===== src/common/cpu_defines.svh =====
`ifndef CPU_DEFINES_SVH
`define CPU_DEFINES_SVH

// datapath and register file sizes
`define XLEN        32
`define REG_COUNT   32
`define REG_ADDR_W  5

// boot vector
`define RESET_PC    32'hBFC00000

// ----------------------------------------------------------------------
// instruction field bit positions
// ----------------------------------------------------------------------
`define OPCODE_HI   31
`define OPCODE_LO   26
`define RS_HI       25
`define RS_LO       21
`define RT_HI       20
`define RT_LO       16
`define RD_HI       15
`define RD_LO       11
`define SHAMT_HI    10
`define SHAMT_LO    6
`define FUNCT_HI    5
`define FUNCT_LO    0
`define IMM_HI      15
`define IMM_LO      0

`endif


===== src/common/cpu_pkg.sv =====
`include "cpu_defines.svh"

package cpu_pkg;

    // primary opcodes, R-type goes through special
    typedef enum logic [5:0] {
        op_special = 6'h00,
        op_addiu   = 6'h09,
        op_slti    = 6'h0A,
        op_sltiu   = 6'h0B,
        op_andi    = 6'h0C,
        op_ori     = 6'h0D,
        op_xori    = 6'h0E,
        op_lui     = 6'h0F
    } opcode_e;

    // R-type function codes
    typedef enum logic [5:0] {
        fn_sll  = 6'h00,
        fn_srl  = 6'h02,
        fn_sra  = 6'h03,
        fn_addu = 6'h21,
        fn_subu = 6'h23,
        fn_and  = 6'h24,
        fn_or   = 6'h25,
        fn_xor  = 6'h26,
        fn_nor  = 6'h27,
        fn_slt  = 6'h2A,
        fn_sltu = 6'h2B
    } funct_e;

    typedef enum logic [3:0] {
        alu_add,
        alu_sub,
        alu_and,
        alu_or,
        alu_xor,
        alu_nor,
        alu_slt,
        alu_sltu,
        alu_sll,
        alu_srl,
        alu_sra,
        alu_lui
    } alu_op_e;

    // ------------------------------------------------------------------
    // stage to stage payloads
    // ------------------------------------------------------------------
    typedef struct packed {
        logic               valid;
        logic [`XLEN-1:0]   pc;
        logic [`XLEN-1:0]   instr;
    } fetch_to_decode_t;

    typedef struct packed {
        logic                   valid;
        logic [`XLEN-1:0]       pc;
        alu_op_e                alu_op;
        logic [`XLEN-1:0]       src_a;
        logic [`XLEN-1:0]       src_b;
        logic [`REG_ADDR_W-1:0] dest;
        logic                   wen;
    } decode_to_exec_t;

    typedef struct packed {
        logic                   valid;
        logic [`XLEN-1:0]       pc;
        logic [`REG_ADDR_W-1:0] dest;
        logic                   wen;
        logic [`XLEN-1:0]       result;
    } exec_to_wb_t;

    // write port from result stage back into the register file
    typedef struct packed {
        logic                   wen;
        logic [`REG_ADDR_W-1:0] dest;
        logic [`XLEN-1:0]       data;
    } rf_write_t;

endpackage


===== src/hdl/fetch_stage.sv =====
`include "cpu_defines.svh"

module fetch_stage (
    input  logic                      clk,
    input  logic                      arst_n,
    input  logic                      decode_allowin,
    input  logic [`XLEN-1:0]          inst_sram_rdata,
    output logic                      inst_sram_en,
    output logic [`XLEN-1:0]          inst_sram_addr,
    output cpu_pkg::fetch_to_decode_t to_decode
);

    logic             en_q;
    logic             valid_q;
    logic [`XLEN-1:0] pc_q;
    logic             advance;

    // move past the word in decode only once decode takes it
    assign advance = valid_q && decode_allowin;

    // a stalled word is simply read again from the held pc
    assign inst_sram_addr = advance ? pc_q + `XLEN'(4) : pc_q;
    assign inst_sram_en   = en_q;

    always_ff @(posedge clk or negedge arst_n) begin
        if (!arst_n) begin
            en_q    <= 1'b0;
            valid_q <= 1'b0;
            pc_q    <= `RESET_PC;
        end else begin
            en_q <= 1'b1;
            if (en_q) begin
                // pc_q follows the address whose data comes back next cycle
                valid_q <= 1'b1;
                pc_q    <= inst_sram_addr;
            end
        end
    end

    // sram data lines up with pc_q, no extra register
    assign to_decode = '{
        valid: valid_q,
        pc:    pc_q,
        instr: inst_sram_rdata
    };

endmodule


===== src/decode/reg_file.sv =====
`include "cpu_defines.svh"

module reg_file (
    input  logic                   clk,
    input  logic                   arst_n,
    input  logic [`REG_ADDR_W-1:0] rs_addr,
    input  logic [`REG_ADDR_W-1:0] rt_addr,
    output logic [`XLEN-1:0]       rs_data,
    output logic [`XLEN-1:0]       rt_data,
    input  cpu_pkg::rf_write_t     write
);

    logic [`XLEN-1:0] regs [`REG_COUNT];
    logic             do_write;

    // $zero is never written
    assign do_write = write.wen && (write.dest != '0);

    always_ff @(posedge clk or negedge arst_n) begin
        if (!arst_n) begin
            for (int i = 0; i < `REG_COUNT; i++) begin
                regs[i] <= '0;
            end
        end else if (do_write) begin
            regs[write.dest] <= write.data;
        end
    end

    // same cycle write shows up on the read port
    function automatic logic [`XLEN-1:0] read_port(input logic [`REG_ADDR_W-1:0] addr);
        if (addr == '0) begin
            return '0;
        end
        if (do_write && (write.dest == addr)) begin
            return write.data;
        end
        return regs[addr];
    endfunction

    always_comb begin
        rs_data = read_port(rs_addr);
        rt_data = read_port(rt_addr);
    end

endmodule


===== src/decode/decode_stage.sv =====
`include "cpu_defines.svh"

module decode_stage (
    input  logic                     clk,
    input  logic                     arst_n,
    input  cpu_pkg::fetch_to_decode_t from_fetch,
    input  cpu_pkg::rf_write_t        rf_write,
    output logic                     allowin,
    output cpu_pkg::decode_to_exec_t  to_exec
);
    import cpu_pkg::*;

    opcode_e                opcode;
    funct_e                 funct;
    logic [`REG_ADDR_W-1:0] rs;
    logic [`REG_ADDR_W-1:0] rt;
    logic [`REG_ADDR_W-1:0] rd;
    logic [4:0]             shamt;
    logic [15:0]            imm;
    logic [`XLEN-1:0]       rs_data;
    logic [`XLEN-1:0]       rt_data;

    alu_op_e                alu_op;
    logic                   kept;
    logic                   r_type;
    logic                   use_rs;
    logic                   a_shamt;
    logic                   imm_signed;
    logic [`REG_ADDR_W-1:0] dest;
    logic                   wen;
    logic [`XLEN-1:0]       src_a;
    logic [`XLEN-1:0]       src_b;
    logic                   hit_rs;
    logic                   hit_rt;
    logic                   stall;

    assign opcode = opcode_e'(from_fetch.instr[`OPCODE_HI:`OPCODE_LO]);
    assign funct  = funct_e'(from_fetch.instr[`FUNCT_HI:`FUNCT_LO]);
    assign rs     = from_fetch.instr[`RS_HI:`RS_LO];
    assign rt     = from_fetch.instr[`RT_HI:`RT_LO];
    assign rd     = from_fetch.instr[`RD_HI:`RD_LO];
    assign shamt  = from_fetch.instr[`SHAMT_HI:`SHAMT_LO];
    assign imm    = from_fetch.instr[`IMM_HI:`IMM_LO];

    reg_file u_reg_file (
        .clk     ( clk      ),
        .arst_n  ( arst_n   ),
        .rs_addr ( rs       ),
        .rt_addr ( rt       ),
        .rs_data ( rs_data  ),
        .rt_data ( rt_data  ),
        .write   ( rf_write )
    );

    // ----------------------------------------------------------------------
    // opcode / funct to alu op
    // ----------------------------------------------------------------------
    always_comb begin
        alu_op     = alu_add;
        kept       = 1'b1;
        r_type     = 1'b0;
        use_rs     = 1'b1;
        a_shamt    = 1'b0;
        imm_signed = 1'b0;
        case (opcode)
            op_special: begin
                r_type = 1'b1;
                case (funct)
                    fn_addu: alu_op = alu_add;
                    fn_subu: alu_op = alu_sub;
                    fn_and:  alu_op = alu_and;
                    fn_or:   alu_op = alu_or;
                    fn_xor:  alu_op = alu_xor;
                    fn_nor:  alu_op = alu_nor;
                    fn_slt:  alu_op = alu_slt;
                    fn_sltu: alu_op = alu_sltu;
                    fn_sll, fn_srl, fn_sra: begin
                        // amount comes from the shamt field, not rs
                        use_rs  = 1'b0;
                        a_shamt = 1'b1;
                        if (funct == fn_sll) begin
                            alu_op = alu_sll;
                        end else if (funct == fn_srl) begin
                            alu_op = alu_srl;
                        end else begin
                            alu_op = alu_sra;
                        end
                    end
                    default: kept = 1'b0;
                endcase
            end
            op_addiu: begin
                alu_op     = alu_add;
                imm_signed = 1'b1;
            end
            op_slti: begin
                alu_op     = alu_slt;
                imm_signed = 1'b1;
            end
            // sign extended, compared unsigned
            op_sltiu: begin
                alu_op     = alu_sltu;
                imm_signed = 1'b1;
            end
            op_andi: alu_op = alu_and;
            op_ori:  alu_op = alu_or;
            op_xori: alu_op = alu_xor;
            op_lui: begin
                alu_op = alu_lui;
                use_rs = 1'b0;
            end
            default: kept = 1'b0;
        endcase
    end

    // operands and destination
    assign dest  = r_type ? rd : rt;
    assign wen   = kept && (dest != '0);
    assign src_a = a_shamt ? {{(`XLEN-5){1'b0}}, shamt} : rs_data;
    assign src_b = r_type     ? rt_data :
                   imm_signed ? {{(`XLEN-16){imm[15]}}, imm} :
                                {{(`XLEN-16){1'b0}}, imm};

    // ----------------------------------------------------------------------
    // interlock against the item one stage ahead
    // ----------------------------------------------------------------------
    assign hit_rs  = use_rs && (rs == to_exec.dest);
    assign hit_rt  = r_type && (rt == to_exec.dest);
    assign stall   = from_fetch.valid && to_exec.valid && to_exec.wen && (hit_rs || hit_rt);
    assign allowin = !stall;

    // bubble into execute while stalled
    always_ff @(posedge clk or negedge arst_n) begin
        if (!arst_n) begin
            to_exec <= '0;
        end else begin
            to_exec <= '{
                valid:  from_fetch.valid && !stall,
                pc:     from_fetch.pc,
                alu_op: alu_op,
                src_a:  src_a,
                src_b:  src_b,
                dest:   dest,
                wen:    wen
            };
        end
    end

endmodule


===== src/execute/execute_stage.sv =====
`include "cpu_defines.svh"

module execute_stage (
    input  cpu_pkg::decode_to_exec_t from_decode,
    output cpu_pkg::exec_to_wb_t     to_wb
);
    import cpu_pkg::*;

    logic [4:0]       shamt;
    logic             lt_signed;
    logic             lt_unsigned;
    logic [`XLEN-1:0] result;

    // only the low five bits count as shift amount
    assign shamt = from_decode.src_a[4:0];

    assign lt_signed   = $signed(from_decode.src_a) < $signed(from_decode.src_b);
    assign lt_unsigned = from_decode.src_a < from_decode.src_b;

    // ----------------------------------------------------------------------
    // alu
    // ----------------------------------------------------------------------
    always_comb begin
        case (from_decode.alu_op)
            alu_add:  result = from_decode.src_a + from_decode.src_b;
            alu_sub:  result = from_decode.src_a - from_decode.src_b;
            alu_and:  result = from_decode.src_a & from_decode.src_b;
            alu_or:   result = from_decode.src_a | from_decode.src_b;
            alu_xor:  result = from_decode.src_a ^ from_decode.src_b;
            alu_nor:  result = ~(from_decode.src_a | from_decode.src_b);
            alu_slt:  result = {{(`XLEN-1){1'b0}}, lt_signed};
            alu_sltu: result = {{(`XLEN-1){1'b0}}, lt_unsigned};
            alu_sll:  result = from_decode.src_b << shamt;
            alu_srl:  result = from_decode.src_b >> shamt;
            alu_sra:  result = $signed(from_decode.src_b) >>> shamt;
            // immediate into the upper half, low half cleared
            alu_lui: begin
                result = {from_decode.src_b[`XLEN/2-1:0], {(`XLEN/2){1'b0}}};
            end
            default:  result = '0;
        endcase
    end

    assign to_wb = '{
        valid:  from_decode.valid,
        pc:     from_decode.pc,
        dest:   from_decode.dest,
        wen:    from_decode.wen,
        result: result
    };

endmodule


===== src/hdl/writeback_stage.sv =====
`include "cpu_defines.svh"

module writeback_stage (
    input  logic                   clk,
    input  logic                   arst_n,
    input  cpu_pkg::exec_to_wb_t   from_exec,
    output cpu_pkg::rf_write_t     rf_write,
    output logic [`XLEN-1:0]       debug_wb_pc,
    output logic [3:0]             debug_wb_rf_wen,
    output logic [`REG_ADDR_W-1:0] debug_wb_rf_wnum,
    output logic [`XLEN-1:0]       debug_wb_rf_wdata
);
    import cpu_pkg::*;

    exec_to_wb_t wb_q;

    always_ff @(posedge clk or negedge arst_n) begin
        if (!arst_n) begin
            wb_q <= '0;
        end else begin
            wb_q <= from_exec;
        end
    end

    // bubbles never write
    assign rf_write = '{
        wen:  wb_q.valid && wb_q.wen,
        dest: wb_q.dest,
        data: wb_q.result
    };

    // trace port, byte enables all set or all clear
    assign debug_wb_pc       = wb_q.pc;
    assign debug_wb_rf_wen   = {4{rf_write.wen}};
    assign debug_wb_rf_wnum  = rf_write.dest;
    assign debug_wb_rf_wdata = rf_write.data;

endmodule


===== src/hdl/cpu_core.sv =====
`include "cpu_defines.svh"

module cpu_core (
    input  logic                   clk,
    input  logic                   arst_n,
    output logic                   inst_sram_en,
    output logic [`XLEN-1:0]       inst_sram_addr,
    input  logic [`XLEN-1:0]       inst_sram_rdata,
    output logic [`XLEN-1:0]       debug_wb_pc,
    output logic [3:0]             debug_wb_rf_wen,
    output logic [`REG_ADDR_W-1:0] debug_wb_rf_wnum,
    output logic [`XLEN-1:0]       debug_wb_rf_wdata
);
    import cpu_pkg::*;

    fetch_to_decode_t fetch_to_decode;
    decode_to_exec_t  decode_to_exec;
    exec_to_wb_t      exec_to_wb;
    rf_write_t        wb_to_rf;
    logic             decode_allowin;

    fetch_stage u_fetch (
        .clk             ( clk             ),
        .arst_n          ( arst_n          ),
        .decode_allowin  ( decode_allowin  ),
        .inst_sram_rdata ( inst_sram_rdata ),
        .inst_sram_en    ( inst_sram_en    ),
        .inst_sram_addr  ( inst_sram_addr  ),
        .to_decode       ( fetch_to_decode )
    );

    decode_stage u_decode (
        .clk        ( clk             ),
        .arst_n     ( arst_n          ),
        .from_fetch ( fetch_to_decode ),
        .rf_write   ( wb_to_rf        ),
        .allowin    ( decode_allowin  ),
        .to_exec    ( decode_to_exec  )
    );

    execute_stage u_execute (
        .from_decode ( decode_to_exec ),
        .to_wb       ( exec_to_wb     )
    );

    writeback_stage u_writeback (
        .clk               ( clk               ),
        .arst_n            ( arst_n            ),
        .from_exec         ( exec_to_wb        ),
        .rf_write          ( wb_to_rf          ),
        .debug_wb_pc       ( debug_wb_pc       ),
        .debug_wb_rf_wen   ( debug_wb_rf_wen   ),
        .debug_wb_rf_wnum  ( debug_wb_rf_wnum  ),
        .debug_wb_rf_wdata ( debug_wb_rf_wdata )
    );

endmodule


===== config.mk =====
export PLATFORM = sky130hd
export DESIGN_NAME = cpu_core
export DESIGN_NICKNAME = d
export VERILOG_FILES = /design/src/common/cpu_pkg.sv /design/src/hdl/fetch_stage.sv /design/src/decode/reg_file.sv /design/src/decode/decode_stage.sv /design/src/execute/execute_stage.sv /design/src/hdl/writeback_stage.sv /design/src/hdl/cpu_core.sv
export VERILOG_INCLUDE_DIRS = /design/src /design/src/common
export SDC_FILE = /design/constraint.sdc
export NUM_CORES = 2
export LEC_CHECK = 0
export BUFFER_PORTS_ARGS = -buffer_cell sky130_fd_sc_hd__buf_2
export CORE_MARGIN = 1.5
export CORE_UTILIZATION = 40
export DETAILED_ROUTE_END_ITERATION = 10
export PLACE_DENSITY = 0.64
export SYNTH_ARGS = -nofsm -noshare
export SYNTH_HDL_FRONTEND = slang
export SYNTH_SLANG_ARGS = --single-unit

===== constraint.sdc =====
create_clock -name clk -period 5 [get_ports clk]
set_input_delay 0.75 -clock clk [delete_from_list [all_inputs] [get_ports clk]]
set_output_delay 0.75 -clock clk [all_outputs]
set_load 0.01 [all_outputs]

**After elaboration in Yosys (flattened, before gate mapping)**

Index checks and enable logic that the tools add are counted.
Widths: inputs -> output; s select.

- $add $sub $neg: 3
- Multiplexer cells: 41
- Shift operators: 3
- Divide/modulo/power cells: 0
- Bitwise logic cells: 7
- Equal/unequal tests: 32
- Reduce and logical (&&, ||, !) cells: 25
- Multiply operators: 0
- $lt $le $gt $ge: 6

Operators by type and width:

| operator | count |
|---|---|
| $bwmux 1024 | 1 |
| $mux 32 | 17 |
| $pmux 32 s12 | 1 |
| $bmux 32 s5 | 2 |
| $demux 32 s5 | 1 |
| $lt 32x32->1 | 2 |
| $eq 6x6->1 const B | 8 |
| $eq 6x4->1 const B | 7 |
| $add 32x3->32 const B | 1 |
| $add 32x32->32 | 1 |
| $and 32x32->32 | 1 |
| $not 32->32 | 1 |
| $or 32x32->32 | 1 |
| $pmux 4 s8 | 1 |
| $shl 32x5->32 | 1 |
| $shr 32x5->32 | 1 |
| $sshr 32x5->32 | 1 |
| $sub 32x32->32 | 1 |
| $xor 32x32->32 | 1 |
| $pmux 4 s7 | 1 |
| $eq 5x5->1 | 4 |
| $ge 6x6->1 const B | 3 |
| $not 5->6 | 3 |
| $eq 4x3->1 const B | 4 |
| other kinds (20) | 52 |

- Bits in read-only memories: 0
- Bits in latches: 0
- Bits in writable memories: 0
- Output and inout bits: 106
- Register bits: 1236
- Memories kept: 0

**Longest topological paths before layout**

- Depth after elaboration: 10
- Depth in mapped cells: 16

**Modules after synthesis**

A second synthesis with hierarchy kept.

- Cells, all modules: 6059
- Area, all modules: 73508.0 sq um

Modules (own cells, without submodules):

| module | times used | cells an instance | area each (sq um) |
|---|---|---|---|
| reg_file | 1 | 3961 | 55568.3 |
| execute_stage | 1 | 1397 | 9357.7 |
| decode_stage | 1 | 277 | 3704.8 |
| writeback_stage | 1 | 182 | 2608.8 |
| fetch_stage | 1 | 242 | 2268.4 |

**Least setup slack after synthesis**

Ideal clock, no wire load.

- Path kind: reg2reg
- Start: register u_decode.to_exec[41] in the netlist's numbering
- End: register u_writeback.wb_q, in the netlist u_writeback.debug_wb_rf_wdata[21]
- Data arrival time: 3.922 ns
- Period minus slack after synthesis: 4.048 ns
- Setup slack: 0.952 ns
- Stages on the path, launching flop included: 17
- Setup time: 0.126 ns
- Buffers on the path: 5
- Path through: dfrtp_1 clkbuf_1 inv_1 clkbuf_1 clkbuf_1 clkbuf_1 ha_1 buf_2 a21o_1 a21oi_1 nand4_1 a221oi_2 o21ai_1 a31oi_1 nor3_1 a211o_1 a221o_1

RTL lines:

| item | line | RTL |
|---|---|---|
| start: declaration | decode_stage.sv:9 | `output cpu_pkg::decode_to_exec_t to_exec` |
| start signal: assignment | decode_stage.sv:137 | `to_exec <= '{` |
| end signal: assignment | writeback_stage.sv:21 | `wb_q <= from_exec;` |
| end: declaration | writeback_stage.sv:15 | `exec_to_wb_t wb_q;` |

**Worst setup path after layout**

- Start: input port inst_sram_rdata[27]
- End: output port inst_sram_addr[31]

- Word-level cells in the longest chain between the ends: 8
- Elaborated cells on any way between the ends: 11
- Those cells by class: eq/ne (1); mux (3); reduce/logical (7)

RTL lines:

| item | line | RTL |
|---|---|---|
| start: declaration | cpu_core.sv:8 | `` input logic [`XLEN-1:0] inst_sram_rdata, `` |
| $eq 6x4->1 / $logic_not 6->1 (equally long branches) | decode_stage.sv:65 | `case (opcode)` |
| $pmux 1 s2 / $mux 1 (equally long branches) | decode_stage.sv:65 |  |
| $logic_and 1x1->1, on equally long branches | decode_stage.sv:127, decode_stage.sv:128 |  |
| $logic_or 1x1->1 * | decode_stage.sv:129 | `assign stall = from_fetch.valid && to_exec.valid && to_exec.wen && (hit_rs \|\| hit_rt);` |
| $logic_and 1x1->1 * | decode_stage.sv:129 |  |
| $logic_not 1->1 * | decode_stage.sv:130 | `assign allowin = !stall;` |
| $logic_and 1x1->1 * | fetch_stage.sv:19 | `assign advance = valid_q && decode_allowin;` |
| $mux 32 * | fetch_stage.sv:22 | `` assign inst_sram_addr = advance ? pc_q + `XLEN'(4) : pc_q; `` |
| end: declaration | cpu_core.sv:7 | `` output logic [`XLEN-1:0] inst_sram_addr, `` |

Mark *: on every way between the ends. The rest lies on a longest branch, timed or not.

==> results.txt <==
Worst R2R End -> u_writeback.debug_wb_rf_wdata[30]
CP endpoint kind -> output port
Synth area leaders -> dfrtp_1 (43%), mux4_2 (22%), mux2_2 (16%)
vias in the first global route -> 48755
Max Root-Sink Buffers -> 3
area of the core -> 0.176 mm²
drt total wl -> 233 mm
Tightest Hold Check Type -> input port to flop
Yosys Warn Count -> 0
Vert. Die Dim -> 424 µm
std cell rows -> 154
Final Critical Period -> 4.32 ns
critical-path cell list -> buf_2 > or3_1 > nor3_2 > a21oi_1 > a21oi_1 > o21a_1 > buf_4 > buf_4 > nand4_1 > nor3_2 > nand3_1 > xnor2_1 > buf_2
failing checks -> DRC
clock-pin slew on the worst setup and hold paths -> 0.06 ns
Layout Utilization -> 44.5%
Slew @ Worst Pin -> 1.40 ns
area leader, netlist -> dfrtp_1
DRC viols -> 14
Critical Path RT -> 4.25 ns
GRT overflow -> 0
later-pin clock latency in the skew report -> 0.80 ns
final hold viol count -> 0
die width -> 424 µm
Layout Nets -> 5209
Synth cell types -> 91
share of layout cells above drive strength 1 -> 44.2%
Final WS setup -> 0.680 ns
status -> finished with violations
final setup fails -> 0
clock skew -> 0.0344 ns
count of final max-slew check failures -> 0
FF-to-FF path depth -> 11
CTS H-tree lvls -> 4
Initial Util -> 40.3%
hold_sp -> inst_sram_rdata[12]
Max Fanout on Critical Path -> 8
Root Driver -> clkbuf_16
WL per Instance -> 31.0 µm
router iterations before antenna repair -> 9
Final ANT Viol Nets -> 0
GP Congestion -> 0.977
PD cells -> 322 mW/mm²
peak supply drop -> 0.390 mV
I/O pins -> 140
Synth Register Bits -> 1230
Slowest-stage cell, CP -> or3_1
CP arrival -> 3.57 ns
FF-to-FF setup slack -> 1.16 ns
top_reg_cell synth -> dfrtp_1
CTS tree -> done
largest net degree at the start of global routing -> 126
DRT iter0 DRCs -> 5269
dpl ws -> 0.624 ns
Async S/R FF share, synth -> 100%
Detail Placement HPWL -> 141 mm
number of buffers created by CTS -> 139
top-area cell type share of the netlist area -> 43.0%
fmax -> 231 MHz
GRT Total Usage -> 25.9%
Syn Area/Cell -> 13.6 µm²
Vias -> 47940
initial antenna violation count -> 11
total power -> 25.3 mW
R2R Path Start -> u_decode.to_exec[14]
Final TNS setup -> 0 ns
LEAKAGE -> 35.1 nW
synthesis-to-finish area growth -> 10.5%
DR vias/cell -> 6.37
slowest stage delay, CP -> 0.43 ns
post-CTS sizing -> 0
Post-synth EDFFs -> 0
Rel. slew slack -> 6.57%
unrepaired setup endpoints after global routing -> no
first-pass GRT wire length -> 344 mm
critical path class -> input port to output port
Tcrit/Tclk final -> 86.4%
crit path launch type -> input port
port bufs -> 135
die area -> 0.180 mm²
hold path cells -> 2
# clock sinks -> 1230
Post-CTS Repair Setup Buffers -> 0
Mapped Cells -> 5237
sequential fraction of the synthesis area -> 43.3%
MaxCap Viol Count -> 0
Post-Syn Area -> 0.0711 mm²
WHS Endpoint -> u_decode.to_exec[2]
[placed cells by master (no fill, tap or decap), types with 19 or more instances in the layout]
cell type / netlist / final
mux2i_1: 111 / 111
xnor2_1: 56 / 56
a21oi_1: 133 / 133
nor2b_1: 24 / 21
nor3_1: 37 / 33
clkbuf_8: 0 / 21
nand4_1: 31 / 31
buf_2: 41 / 124
dfrtp_1: 1221 / 1216
nand3_1: 49 / 49
buf_4: 78 / 127
clkbuf_1: 347 / 36
inv_1: 101 / 101
clkbuf_16: 0 / 139
mux2_2: 1012 / 1012
clkinv_2: 0 / 22
nor2_1: 241 / 224
o211ai_1: 25 / 25
buf_12: 0 / 35
ha_1: 105 / 105
mux4_2: 687 / 687
nand2_1: 204 / 193
xor2_1: 27 / 27
a221oi_1: 19 / 19
a22oi_1: 19 / 19
o21ai_0: 183 / 182
a211oi_1: 53 / 53
[cells by family (layout without fill, tap and decap cells)]
logic type	Yosys count	after routing	share of synthesized area [%]
AO/OA/AOI/OAI	615	615	5.73
flip-flops	1230	1230	43.3
other	2	9	0.0106
buffers and inverters	710	648	4.25
multiplexers	1810	1810	39.4
adder cells (fa/ha/maj)	107	107	1.91
XOR/XNOR	83	83	1.02
AND/OR/NAND/NOR	680	680	4.37
[layer usage]
layer  vias to the layer above  routed length (µm)  GRT usage (%)
met5                         -                  31              0
met3                       537               19000           5.10
li1                      19523                   -              -
met2                      2275              110000           40.9
met1                     25601               92900           34.6
met4                         4               11100           11.6
[final cells by class]
class                   instances  area (µm²)
multi-input cells            3300       37500
diodes                          4        10.0
fillers                     15588       97800
inverters                     104         390
clock buffers                 196        3900
clock inverters                55         601
well taps                    2340        2930
repair buffers                293        2370
flip-flops and latches       1230       30800
[worst max-delay path by stage]
stage          slack [ns]            startpoint                                end
2_1_floorplan        0.95  u_decode.to_exec[41]  u_writeback.debug_wb_rf_wdata[21]
4_1_cts              0.62   inst_sram_rdata[27]                 inst_sram_addr[31]
5_1_grt              0.42       u_fetch.pc_q[4]                 inst_sram_addr[30]
6_report             0.68   inst_sram_rdata[27]                 inst_sram_addr[31]
3_5_place_dp         0.62   inst_sram_rdata[27]                 inst_sram_addr[31]
3_3_place_gp         0.67   inst_sram_rdata[27]                 inst_sram_addr[31]
[registers in the layout, indices dropped and copies added (netlist names)]
| signal | cells |
|---|---|
| u_decode.to_exec | 105 |
| u_decode.u_reg_file.regs | 1024 |
| u_fetch.inst_sram_en | 1 |
| u_fetch.pc_q | 30 |
| u_fetch.valid_q | 1 |
| u_writeback.debug_wb_pc | 30 |
| u_writeback.debug_wb_rf_wdata | 32 |
| u_writeback.debug_wb_rf_wnum | 5 |
| u_writeback.wb_q | 2 |
[critical path: cells and delay by family]
kind | cells | cell delay, ns
AOI/OAI and AO/OA | 3 | 0.57
xor gates and xnor gates | 1 | 0.15
and+or+nand+nor | 5 | 1.37
buffers and inverters | 4 | 0.72
[what timing repair did]
item	CTS	global route
hold buffers	1	0
setup endpoints to repair	0	0
endpoints found under the hold margin	1	0
[through the flow]
step | cell area [µm²] | instances | hold WS [ns]
after floorplan | 71100 | 5240 | 0.331
after global placement | 74000 | 7265 | 0.333
after detailed placement | 74000 | 7265 | 0.335
after CTS | 78500 | 7517 | 0.192
after global routing | 78500 | 7518 | 0.224
final | 78500 | 7522 | 0.249
[power by group]
part | total [mW] | switching [mW] | internal [mW]
clock network | 10.2 | 4.36 | 5.85
logic | 3.79 | 2.14 | 1.65
registers | 11.3 | 0.763 | 10.5
total | 25.3 | 7.26 | 18.0
[cells in the mapped netlist (12+ instances only)]
master	number
dfrtp_1	1221
mux2_2	1012
mux4_2	687
clkbuf_1	347
nor2_1	241
nand2_1	204
o21ai_0	183
buf_1	139
a21oi_1	133
mux2i_1	111
ha_1	105
inv_1	101
buf_4	78
xnor2_1	56
a211oi_1	53
nand3_1	49
buf_2	41
nor3_1	37
nand4_1	31
xor2_1	27
o211ai_1	25
nor2b_1	24
a221oi_1	19
a22oi_1	19
nand2b_1	16
a221o_1	15
o22ai_1	15
a31oi_1	14
o2111ai_1	14
o221ai_1	13
a21o_1	12
and3_1	12
or3_1	12
Note: power is estimated with default switching activity, not from simulation.
